`src/hw/gomoku_pkg.sv`:
```
package gomoku_pkg;

    // board geometry
    localparam int BOARD_DIM = 15;
    localparam int N_CELLS   = BOARD_DIM * BOARD_DIM;

    // search limits
    localparam int MAX_DEPTH = 10;                  // stack frames, largest depth limit

    // line evaluation
    localparam int WIN_LEN    = 5;                  // stones in a five
    localparam int SCAN_REACH = WIN_LEN - 1;        // cells looked at on each side
    localparam int LINE_SPAN  = 2 * SCAN_REACH + 1;
    localparam int N_DIRS     = 4;

    // horizontal, vertical, diagonal, anti-diagonal
    localparam int DIR_DR [N_DIRS] = '{0, 1, 1, 1};
    localparam int DIR_DC [N_DIRS] = '{1, 0, 1, -1};

    typedef logic [1:0] cell_t;

    localparam cell_t CELL_EMPTY    = 2'd0;
    localparam cell_t CELL_ATTACKER = 2'd1;
    localparam cell_t CELL_DEFENDER = 2'd2;
    localparam cell_t CELL_BLOCKED  = 2'd3;      // also used for off-board cells

    // row-major, index = row * BOARD_DIM + col
    typedef cell_t [N_CELLS-1:0] board_t;

    typedef logic [7:0] pos_t;
    typedef logic [3:0] depth_t;
    typedef logic [3:0] coord_t;                // row or column

    localparam pos_t LAST_POS = pos_t'(N_CELLS - 1);

    typedef enum logic [1:0] {
        THREAT_NONE = 2'd0,
        THREAT_FOUR = 2'd1,
        THREAT_FIVE = 2'd2
    } threat_kind_t;

    // one level of the depth-first search
    typedef struct packed {
        logic resume_end;                        // nothing left to scan at this level
        pos_t resume;                            // next attacker scan index
        pos_t move;                              // attacker stone
        pos_t reply;                             // forced defender stone
    } search_frame_t;

endpackage

```
`src/hw/frame_stack.sv`:
```
module frame_stack (
    input  logic                      i_clk,
    input  logic                      i_rst_n,
    input  logic                      i_push,
    input  logic                      i_pop,
    input  gomoku_pkg::search_frame_t i_frame,
    output gomoku_pkg::search_frame_t o_top,
    output logic                      o_empty
);
    import gomoku_pkg::*;

    search_frame_t mem [MAX_DEPTH];
    depth_t        level_r;                 // frames held
    depth_t        top_idx;

    // index of the newest frame, pinned to 0 while empty
    assign top_idx = (level_r == '0) ? '0 : level_r - depth_t'(1);

    assign o_top   = mem[top_idx];
    assign o_empty = (level_r == '0);

    always_ff @(posedge i_clk or negedge i_rst_n) begin
        if (!i_rst_n) begin
            level_r <= '0;
        end else if (i_push) begin
            level_r <= level_r + depth_t'(1);
        end else if (i_pop && !o_empty) begin
            level_r <= level_r - depth_t'(1);
        end
    end

    always_ff @(posedge i_clk) begin
        if (i_push) begin
            mem[level_r] <= i_frame;    // write above the current top
        end
    end

endmodule

```
`config.mk`:
```
export PLATFORM = sky130hd
export DESIGN_NAME = frame_stack
export DESIGN_NICKNAME = d
export VERILOG_FILES = /design/src/hw/gomoku_pkg.sv /design/src/hw/frame_stack.sv
export SDC_FILE = /design/constraint.sdc
export NUM_CORES = 1
export LEC_CHECK = 0
export BUFFER_PORTS_ARGS = -buffer_cell sky130_fd_sc_hd__buf_2
export CAP_MARGIN = 20
export CORE_MARGIN = 3
export CORE_UTILIZATION = 50
export DETAILED_ROUTE_END_ITERATION = 6
export GPL_TIMING_DRIVEN = 1
export PLACE_DENSITY = 0.71
export RECOVER_POWER = 25
export SYNTH_ARGS = -nofsm -noshare
export SYNTH_HDL_FRONTEND = slang
export SYNTH_SLANG_ARGS = --single-unit
```
`constraint.sdc`:
```
create_clock -name i_clk -period 3.1 [get_ports i_clk]
set_input_delay 0 -clock i_clk [delete_from_list [all_inputs] [get_ports i_clk]]
set_output_delay 0 -clock i_clk [all_outputs]
set_load 0.02 [all_outputs]
```
==> results.sh, run 1 <==
export IMPL_max_stage_delay_ns=0.62
export IMPL_worstMarginPinSlew_ns=0.7639
export IMPL_synth_warnings=0
export IMPL_yosys_register_bits=254
export IMPL_layout_cells_non_filler=1079
export IMPL_n_antenna_cell=0
export IMPL_clk_latency_ns=0.52
export IMPL_final_common_cell="edfxtp_1"
export IMPL_fp_coreArea_um2=21090
export IMPL_cap_violations=0
export IMPL_final_cell_mix="250 x edfxtp_1, 105 x o21ai_0, 51 x nand3_1, 51 x a311oi_1, 50 x a32o_1"
export IMPL_pwr_share_seq_pct=29.2
export IMPL_multiInputGateArea_um2=2854
export IMPL_clk_path_buf_depth=3
export IMPL_synth_area_um2=10750
export IMPL_syn_inst=713
export IMPL_synth_cell_types=39
export IMPL_grt_overflow_total=0
export IMPL_power_density_nw_per_um2=1161
export IMPL_dp_cells=997
export IMPL_synth_edf_count=250
export IMPL_setup_violations=0
export IMPL_die_area_um2=23290
export IMPL_routabilityCongestion=0.7851
export IMPL_grt_pass1_wl_um=42470
export IMPL_cts_tree="built"
export IMPL_wl_um=27750
export IMPL_power_share_switching_pct=41.46
export IMPL_power_share_combinational_pct=49.7
export IMPL_fmax_mhz=333.8
export IMPL_grt_pass1_vias=7302
export IMPL_timing_critical_path_buf_inv=3
export IMPL_die_x_um=152.6
export IMPL_antenna_left=0
export IMPL_avgSynthCellArea_um2=15.07
export IMPL_violations="DRC"
export IMPL_cp_end_kind="output pin"
export IMPL_io_buffers=54
export IMPL_root_buffer="clkbuf_16"
export IMPL_dp_hpwl_um=14250
export IMPL_worstHoldPathType="in -> reg"
export IMPL_cts_buffers=26
export IMPL_drt_iter0_markers=816
export IMPL_grt_max_degree=77
export IMPL_routed_via_density=6.677
export IMPL_final_min_clock_period_ns=2.996
export IMPL_ir_worst_vdd_mv=0.8449
export IMPL_status="complete, but fails checks"
export IMPL_crit_required_ns=3.10
export IMPL_critPathTopFamily="buffers and inverters"
export IMPL_hold_violations=0
export IMPL_power_leakage_nw=4.042
export IMPL_power_internal_w=0.008595
export IMPL_yosysSeqAreaShare_pct=70.78
export IMPL_die_height_um=152.6
export IMPL_nFillCells=1565
export IMPL_maxSlewViolCount=0
export IMPL_clock_skew_ns=0.004786
export IMPL_p_clk_share_pct=21.0
export IMPL_drt_pass1_iterations=7
export IMPL_track_usage_pct=23.27
export IMPL_antenna_found_initial=0
export IMPL_initial_core_util_pct=50.97
export IMPL_num_vias=7204
export IMPL_ys_flop_type="edfxtp_1"
export IMPL_worstSetupStartpointType="register"
export IMPL_slew_headroom_pct=49.07
export IMPL_p_sw_w=0.006088
export IMPL_crit_path_cell_trace="buf_4, o21ai_0, o211a_1, buf_6, a221oi_2, buf_2"
export IMPL_whs_ns=0.3405
export IMPL_cts_sinks=254
export IMPL_synth_nets=747
export IMPL_layout_drive_gt1_share_pct=20.02
export IMPL_htreeDepth=1
export IMPL_drc=2
export IMPL_arrival_ns=3.00
export IMPL_min_period_over_period_pct=96.65
export IMPL_critPathSlowestCell="buf_4"
export IMPL_async_flop_share_pct=1.575
export IMPL_nets=818
export IMPL_path_class="reg -> out"
export IMPL_regArea_um2=7610
export IMPL_critical_path_max_fanout=55
export IMPL_syn_to_final_growth_pct=17.68
export IMPL_wire_per_inst_um=25.72
export IMPL_clk_pin_slew_worst_paths_ns=0.06
export IMPL_rows=53
export IMPL_io_pins=55
-- worst register-to-register path: stages (launching register included) --
cell and delay [ns]:
dfrtp_2 0.47, inv_2 0.13, ha_2 0.23, or3b_4 0.53, buf_4 0.22, a21oi_1 0.22, a311oi_1 0.10, a21o_1 0.18
dlygate4sd3_1 0.56
-- Yosys cell counts (all sizes together) (4+ instances only) --
master | instances | area (um^2)
a211oi | 25 | 187.7
a221oi | 25 | 344.1
a311oi | 51 | 446.7
a32o | 50 | 500.5
and3 | 27 | 168.9
buf | 35 | 220.2
clkbuf | 41 | 153.9
dfrtp | 4 | 100.1
edfxtp | 250 | 7507
ha | 5 | 62.56
nand2 | 5 | 21.27
nand2b | 5 | 31.28
nand3 | 51 | 255.2
nor2 | 9 | 33.78
o21ai | 105 | 525.5
-- final timing paths --
path                            slack [ns]                endpoint                   start  cells past startpoint
worst max-delay path                  0.10               o_top[22]  level_r[0]$_DFFE_PN0P_                      6
worst min-delay path                  0.34    mem[9][19]$_DFFE_PP_             i_frame[19]                      2
worst max register to register        0.36  level_r[1]$_DFFE_PN0P_  level_r[1]$_DFFE_PN0P_                      8
worst min register to register        0.75  level_r[3]$_DFFE_PN0P_  level_r[1]$_DFFE_PN0P_                      3
max in group asynchronous             2.53  level_r[0]$_DFFE_PN0P_                 i_rst_n                      3
min in group asynchronous             0.38  level_r[2]$_DFFE_PN0P_                 i_rst_n                      3
-- flip-flops by register name (all words and copies together), names as in the netlist --
| name | cells |
|---|---|
| mem | 250 |
| level_r | 4 |
-- power groups by stage --
| stage | clock (W) | combinational [W] | sequential (W) |
|---|---|---|---|
| 2_1_floorplan | 0 | 0.00487 | 0.00429 |
| 3_3_place_gp | 0 | 0.00679 | 0.00432 |
| 3_5_place_dp | 0 | 0.00701 | 0.00434 |
| 4_1_cts | 0.00313 | 0.00718 | 0.00428 |
| 5_1_grt | 0.00328 | 0.00779 | 0.00431 |
| 6_report | 0.00309 | 0.00730 | 0.00429 |
-- metal layers --
metal,track usage [%],routed length (um)
met4,7.594,652
met5,0,0
met1,31.53,11040
met2,39.20,13930
met3,3.351,2124
-- cell type report --
| type | instances | share of cell area (%) |
|---|---|---|
| clock buffers | 35 | 5.579 |
| repair inverters | 1 | 0.08903 |
| multi-input cells | 380 | 22.56 |
| well taps | 275 | 2.720 |
| flip-flops and latches | 254 | 60.16 |
| repair buffers | 117 | 7.360 |
| clock inverters | 13 | 1.177 |
| inverters | 4 | 0.3462 |
-- cell families after synthesis --
group	synth area share [%]
DFF	70.78
buffers and inverters	3.667
xor gates and xnor gates	0.1630
AOI/OAI and AO/OA	19.08
and+or+nand+nor	5.600
muxes	0.1280
adders and majority gates	0.5821
-- stage by stage --
step                      power (W)  instance area [um^2]  setup slack, ns   TNS (ns)  utilization, %
after floorplan            0.009161                 10750           0.1908          0               -
after global placement      0.01112                 11390           0.3969          0           54.03
after detailed placement    0.01134                 11390           0.3100          0           54.03
after CTS                   0.01459                 12620        -0.003691  -0.003691           59.87
after global routing        0.01538                 12650        -0.005198  -0.005198           59.98
final                       0.01468                 12650           0.1039          0           59.98
-- repair_timing --
action | in CTS | in global routing
endpoints found under the setup margin | 25 | 25
hold buffers | 30 | 0
cloned | 1 | 1
buffers inserted | 2 | 0
gates resized for setup | 7 | 9
hold endpoints to repair | 258 | 0
pin swaps | 0 | 0
Note: power is estimated with default switching activity, not from simulation.
==> run 2, diff against run 1 <==
--- a/config.mk
+++ b/config.mk
@@ -7,6 +7,7 @@
 export LEC_CHECK = 0
 export BUFFER_PORTS_ARGS = -buffer_cell sky130_fd_sc_hd__buf_2
 export CAP_MARGIN = 20
+export CORE_ASPECT_RATIO = 1.2
 export CORE_MARGIN = 3
 export CORE_UTILIZATION = 50
 export DETAILED_ROUTE_END_ITERATION = 6
==> run 2 against run 1 <==
  * The run now ends clean
  * Sequential cell count unchanged
  * First-iteration DRC count up 7.0%
  * Worst setup slack about the same
  * Die area about the same
  * Power down 1.9%
  * Fmax about the same
  * Critical path depth up 2
  * Final cell count down 0.83%
  * Via count up 2.4%
  * Clock power down 7.1%
  * Hold slack worse by 0.0074 ns
  * Non-clock buffer count up 2
  * Highest routed layer unchanged
==> results.sh, run 2 (synthesis gave the netlist of run 1 again) <==
export IMPL_status="completed"
export IMPL_timing_critical_path_buf_inv=3
export IMPL_hold_violations=0
export IMPL_crit_path_cell_trace="inv_2, ha_2, or3b_4, clkinv_16, a311oi_1, a32o_1, a221oi_1, buf_2"
export IMPL_die_height_um=166.6
export IMPL_wire_per_inst_um=26.41
export IMPL_cts_buffers=24
export IMPL_largest_reg_flops=250
export IMPL_min_period_over_period_pct=96.65
export IMPL_fin_tns_setup_ns=0
export IMPL_worstHoldEndpoint="mem[6][19]$_DFFE_PP_"
export IMPL_final_cell_mix="250 x edfxtp_1, 105 x o21ai_0, 51 x nand3_1"
export IMPL_grtUsageMet2_pct=40.00
export IMPL_dp_hpwl_um=14440
export IMPL_min_delay_start="i_frame[19]"
export IMPL_power_leakage_nw=4.000
export IMPL_die_area_um2=23300
export IMPL_grtUsageMet3_pct=2.901
export IMPL_nets=817
export IMPL_rows=58
export IMPL_drt_pass1_iterations=5
export IMPL_fmax_mhz=333.8
export IMPL_drc=0
export IMPL_met1_usage_pct=29.55
export IMPL_routabilityCongestion=0.8226
export IMPL_power_density_nw_per_um2=1147
export IMPL_max_stage_delay_ns=0.50
export IMPL_io_buffers=54
export IMPL_reg_top3="mem: 250 flops, level_r: 4 flops"
export IMPL_antenna_found_initial=0
export IMPL_root_buffer="clkbuf_16"
export IMPL_grt_pass1_vias=7529
export IMPL_antenna_left=0
export IMPL_path_class="reg -> out"
export IMPL_cp_end_kind="output pin"
export IMPL_dp_cells=992
export IMPL_grt_pass1_wl_um=42290
export IMPL_layout_cells_non_filler=1070
export IMPL_grt_max_degree=103
export IMPL_top_register="mem"
export IMPL_timing_rr_end="level_r[1]$_DFFE_PN0P_"
export IMPL_rsz0062_at_grt="no"
export IMPL_drt_iter0_markers=873
export IMPL_rr_startpoint="level_r[1]$_DFFE_PN0P_"
export IMPL_num_vias=7378
export IMPL_busiest_layer="met2"
export IMPL_arrival_ns=3.00
export IMPL_setup_violations=0
export IMPL_reg2reg_slack_ns=0.46
export IMPL_clk_latency_ns=0.53
export IMPL_initial_core_util_pct=51.07
export IMPL_clk_pin_slew_worst_paths_ns=0.06
export IMPL_io_pins=55
export IMPL_critPathTopFamily="compound AO/OA/AOI/OAI gates"
export IMPL_routed_via_density=6.895
export IMPL_crit_required_ns=3.10
export IMPL_syn_to_final_growth_pct=16.80
export IMPL_final_min_clock_period_ns=2.996
export IMPL_worstHoldPathType="in -> reg"
export IMPL_die_x_um=139.8
export IMPL_hold_depth=2
export IMPL_ff2ff_path_depth=8
export IMPL_layout_drive_gt1_share_pct=18.25
export IMPL_ir_worst_vdd_mv=1.029
export IMPL_clock_skew_ns=0.01778
export IMPL_cap_violations=0
export IMPL_wl_um=28260
export IMPL_critPathSlowestCell="or3b_4"
export IMPL_track_usage_pct=22.85
export IMPL_cts_sinks=254
export IMPL_clk_path_buf_depth=3
export IMPL_final_common_cell="edfxtp_1"
export IMPL_worstMarginPinSlew_ns=0.7707
export IMPL_worstSetupStartpointType="register"
export IMPL_fp_coreArea_um2=21050
export IMPL_cts_tree="built"
export IMPL_grt_overflow_total=0
export IMPL_htreeDepth=1
export IMPL_whs_ns=0.3332
export IMPL_maxSlewViolCount=0
export IMPL_critical_path_max_fanout=51
export IMPL_n_antenna_cell=0
export IMPL_p_total_w=0.01440
export IMPL_slew_headroom_pct=48.62
run 2: changes by cell type in the layout (fill, tap and decap cells not counted), sizes merged:
cell / before / now
buf: 71 / 72
clkbuf: 51 / 44
clkinv: 10 / 15
clkinvlp: 1 / 0
inv: 4 / 2
run 2: how the worst max path moves through the flow:
stage                                start                   to  cells past startpoint
floorplan           level_r[2]$_DFFE_PN0P_  mem[3][0]$_DFFE_PP_                      3
global placement    level_r[1]$_DFFE_PN0P_            o_top[13]                      8
detailed placement  level_r[1]$_DFFE_PN0P_             o_top[1]                      8
CTS                 level_r[1]$_DFFE_PN0P_             o_top[1]                      8
global route        level_r[1]$_DFFE_PN0P_             o_top[1]                      8
finish              level_r[1]$_DFFE_PN0P_             o_top[1]                      8
run 2: what timing repair did:
item | 4_1_cts | 5_1_grt
cloned | 0 | 3
setup endpoints to repair | 25 | 24
hold buffers | 30 | 0
resized for setup | 3 | 12
setup buffers | 1 | 1
hold endpoints to repair | 258 | 0
run 2: layer usage:
metal / share of wire, % / up-vias
li1: - / 3123
met1: 39 / 3820
met2: 51 / 376
met3: 7.6 / 59
met4: 2.6 / 0
met5: 0 / -
run 2: cell type report:
| cell class | count | area (um^2) |
|---|---|---|
| Sequential cell | 254 | 7609 |
| Clock buffer | 27 | 611.8 |
| Tap cell | 270 | 337.8 |
| Timing Repair Buffer | 119 | 979.7 |
| Clock inverter | 16 | 152.6 |
| Fill cell | 1547 | 8492 |
| Inverter | 4 | 45.04 |
| Multi-Input combinational cell | 380 | 2818 |
run 2: metrics by stage:
stage	setup WS [ns]	cell area (um^2)	util, %
floorplan	0.1908	10750	-
global placement	0.4273	11390	54.13
detailed placement	0.3203	11390	54.13
CTS	0.01072	12490	59.35
global route	0.004976	12550	59.65
finish	0.1038	12550	59.65
run 2: worst register-to-register path, delay by kind of cell, from the launching register on:
| kind | cells | cell delay, ns |
|---|---|---|
| buffers and inverters | 3 | 0.94 |
| AO/OA/AOI/OAI | 3 | 0.38 |
| flip-flops | 1 | 0.47 |
| adder cells (fa/ha/maj) | 1 | 0.24 |
| AND/OR/NAND/NOR | 1 | 0.50 |
run 2: report_power, final:
part	total, W	leakage (nW)	switching (W)	internal (W)
Clock	0.00287	0.370	0.00120	0.00166
Sequential	0.00425	2.30	0.000104	0.00414
Combinational	0.00729	1.33	0.00472	0.00257
==> run 3, diff against run 2 <==
--- a/config.mk
+++ b/config.mk
@@ -7,12 +7,14 @@
 export LEC_CHECK = 0
 export BUFFER_PORTS_ARGS = -buffer_cell sky130_fd_sc_hd__buf_2
 export CAP_MARGIN = 20
+export CELL_PAD_IN_SITES_DETAIL_PLACEMENT = 1
+export CELL_PAD_IN_SITES_GLOBAL_PLACEMENT = 2
 export CORE_ASPECT_RATIO = 1.2
 export CORE_MARGIN = 3
-export CORE_UTILIZATION = 50
+export CORE_UTILIZATION = 40
 export DETAILED_ROUTE_END_ITERATION = 6
 export GPL_TIMING_DRIVEN = 1
-export PLACE_DENSITY = 0.71
+export PLACE_DENSITY = 0.76
 export RECOVER_POWER = 25
 export SYNTH_ARGS = -nofsm -noshare
 export SYNTH_HDL_FRONTEND = slang
==> run 3 against run 2 <==
  * Combinational power up 2%
  * Critical path depth did not move
  * Utilization down 12 points
  * Design area rose by 1.0%
==> results.sh, run 3 (synthesis gave the netlist of run 1 again) <==
export IMPL_cts_tree="built"
export IMPL_top_register="mem"
export IMPL_hold_violations=0
export IMPL_reg_top3="mem: 250 flops, level_r: 4 flops"
export IMPL_num_vias=7150
export IMPL_nFillCells=2615
export IMPL_worstMarginPinSlew_ns=0.5627
export IMPL_cap_violations=0
export IMPL_dp_cells=1060
export IMPL_worstSetupStartpointType="register"
export IMPL_grt_overflow_total=0
export IMPL_largest_reg_flops=250
export IMPL_die_x_um=155.6
export IMPL_n_antenna_cell=0
export IMPL_cts_sinks=254
export IMPL_final_common_cell="edfxtp_1"
export IMPL_setup_violations=0
export IMPL_clk_latency_ns=0.53
export IMPL_layout_drive_gt1_share_pct=19.70
export IMPL_crit_required_ns=3.10
export IMPL_antenna_left=0
export IMPL_min_delay_start="i_frame[2]"
export IMPL_critPathSlowestCell="or3b_4"
export IMPL_final_min_clock_period_ns=3.001
export IMPL_timing_rr_end="level_r[1]$_DFFE_PN0P_"
export IMPL_routed_via_density=6.261
export IMPL_status="completed"
export IMPL_arrival_ns=3.00
export IMPL_slew_headroom_pct=62.49
export IMPL_wire_per_inst_um=27.42
export IMPL_ir_worst_vdd_mv=0.7265
export IMPL_drc=0
export IMPL_ff2ff_path_depth=8
export IMPL_fin_tns_setup_ns=0
export IMPL_final_cell_mix="250 x edfxtp_1, 105 x o21ai_0, 51 x nand3_1, 51 x a311oi_1, 50 x a32o_1"
export IMPL_max_stage_delay_ns=0.49
export IMPL_syn_to_final_growth_pct=18.02
export IMPL_grt_pass1_vias=7641
export IMPL_grt_max_degree=103
export IMPL_min_period_over_period_pct=96.80
export IMPL_io_pins=55
export IMPL_dp_hpwl_um=16080
export IMPL_power_density_nw_per_um2=1165
export IMPL_maxSlewViolCount=0
export IMPL_worstHoldPathType="in -> reg"
export IMPL_fmax_mhz=333.2
export IMPL_fp_coreArea_um2=26350
export IMPL_path_class="reg -> out"
export IMPL_cp_end_kind="output pin"
export IMPL_power_leakage_nw=4.053
export IMPL_critical_path_max_fanout=51
export IMPL_timing_critical_path_buf_inv=3
export IMPL_cts_buffers=26
export IMPL_nets=824
export IMPL_io_buffers=54
export IMPL_root_buffer="clkbuf_16"
export IMPL_reg2reg_slack_ns=0.43
export IMPL_antenna_found_initial=0
export IMPL_track_usage_pct=21.50
export IMPL_crit_path_cell_trace="inv_2, ha_2, or3b_4, clkinv_16, a311oi_1, a32o_1, a221oi_2, buf_2"
export IMPL_worstHoldEndpoint="mem[1][2]$_DFFE_PP_"
export IMPL_grt_pass1_wl_um=47090
export IMPL_clock_skew_ns=0.007077
export IMPL_clk_path_buf_depth=3
export IMPL_clk_pin_slew_worst_paths_ns=0.06
export IMPL_rows=65
export IMPL_critPathTopFamily="compound AO/OA/AOI/OAI gates"
export IMPL_die_height_um=185.6
export IMPL_hold_depth=2
export IMPL_rsz0062_at_grt="no"
export IMPL_rr_startpoint="level_r[1]$_DFFE_PN0P_"
export IMPL_initial_core_util_pct=40.79
export IMPL_drt_iter0_markers=557
export IMPL_wl_um=31310
export IMPL_layout_cells_non_filler=1142
export IMPL_die_area_um2=28880
export IMPL_drt_pass1_iterations=7
export IMPL_htreeDepth=1
export IMPL_routabilityCongestion=0.8052
-- run 3: worst max path at each step --
stage / start / end / slack (ns) / cells after the start
global route: level_r[1]$_DFFE_PN0P_ / o_top[12] / 0.01 / 8
CTS: level_r[1]$_DFFE_PN0P_ / o_top[12] / 0.003 / 8
finish: level_r[1]$_DFFE_PN0P_ / o_top[6] / 0.1 / 8
floorplan: level_r[2]$_DFFE_PN0P_ / mem[3][0]$_DFFE_PP_ / 0.19 / 3
detailed placement: level_r[1]$_DFFE_PN0P_ / o_top[23] / 0.30 / 8
global placement: level_r[1]$_DFFE_PN0P_ / o_top[23] / 0.35 / 8
-- run 3: report_power, final --
group	switching, W	internal (W)
Sequential	0.000139	0.00415
Combinational	0.00483	0.00264
Clock	0.00128	0.00174
Total	0.00625	0.00852
-- run 3: worst reg2reg max path, cell delays in order, from the launching register on --
cell	delay [ns]
dfrtp_2	0.47
inv_2	0.13
ha_2	0.24
or3b_4	0.49
buf_6	0.25
a21oi_1	0.18
a311oi_1	0.06
a21o_1	0.17
dlygate4sd3_1	0.55
-- run 3: cell type report --
type	count	area, um^2	share of cell area, %
repair buffers	124	994.7	7.842
inverters	4	43.79	0.3452
clock inverters	14	116.4	0.9173
multi-input cells	380	2810	22.15
flip-flops and latches	254	7610	59.99
well taps	335	419.2	3.304
clock buffers	31	690.7	5.445
-- run 3: metal layers --
layer	global-route usage, %	wire length [um]
met2	38.65	16290
met1	26.94	12600
met4	7.320	915
met5	0	0
met3	2.628	1504
-- run 3: repair_timing --
item	4_1_cts	5_1_grt
gates cloned	2	0
endpoints found under the hold margin	258	0
resized for setup	7	6
pin swaps	0	1
setup endpoints to repair	24	25
buffers inserted	5	0
hold buffers	30	0
-- run 3: per-stage QoR --
| stage | hold slack (ns) | utilization (%) | instance area, um^2 | setup WS (ns) | total power, W |
|---|---|---|---|---|---|
| 3_5_place_dp | -0.1841 | 43.48 | 11460 | 0.2977 | 0.01157 |
| 5_1_grt | 0.3586 | 48.14 | 12680 | 0.01063 | 0.01554 |
| 6_report | 0.3339 | 48.14 | 12680 | 0.09924 | 0.01478 |
| 2_1_floorplan | -0.2956 | - | 10750 | 0.1908 | 0.009161 |
| 4_1_cts | 0.3056 | 48.15 | 12690 | 0.003041 | 0.01482 |
| 3_3_place_gp | -0.1880 | 43.48 | 11460 | 0.3452 | 0.01136 |
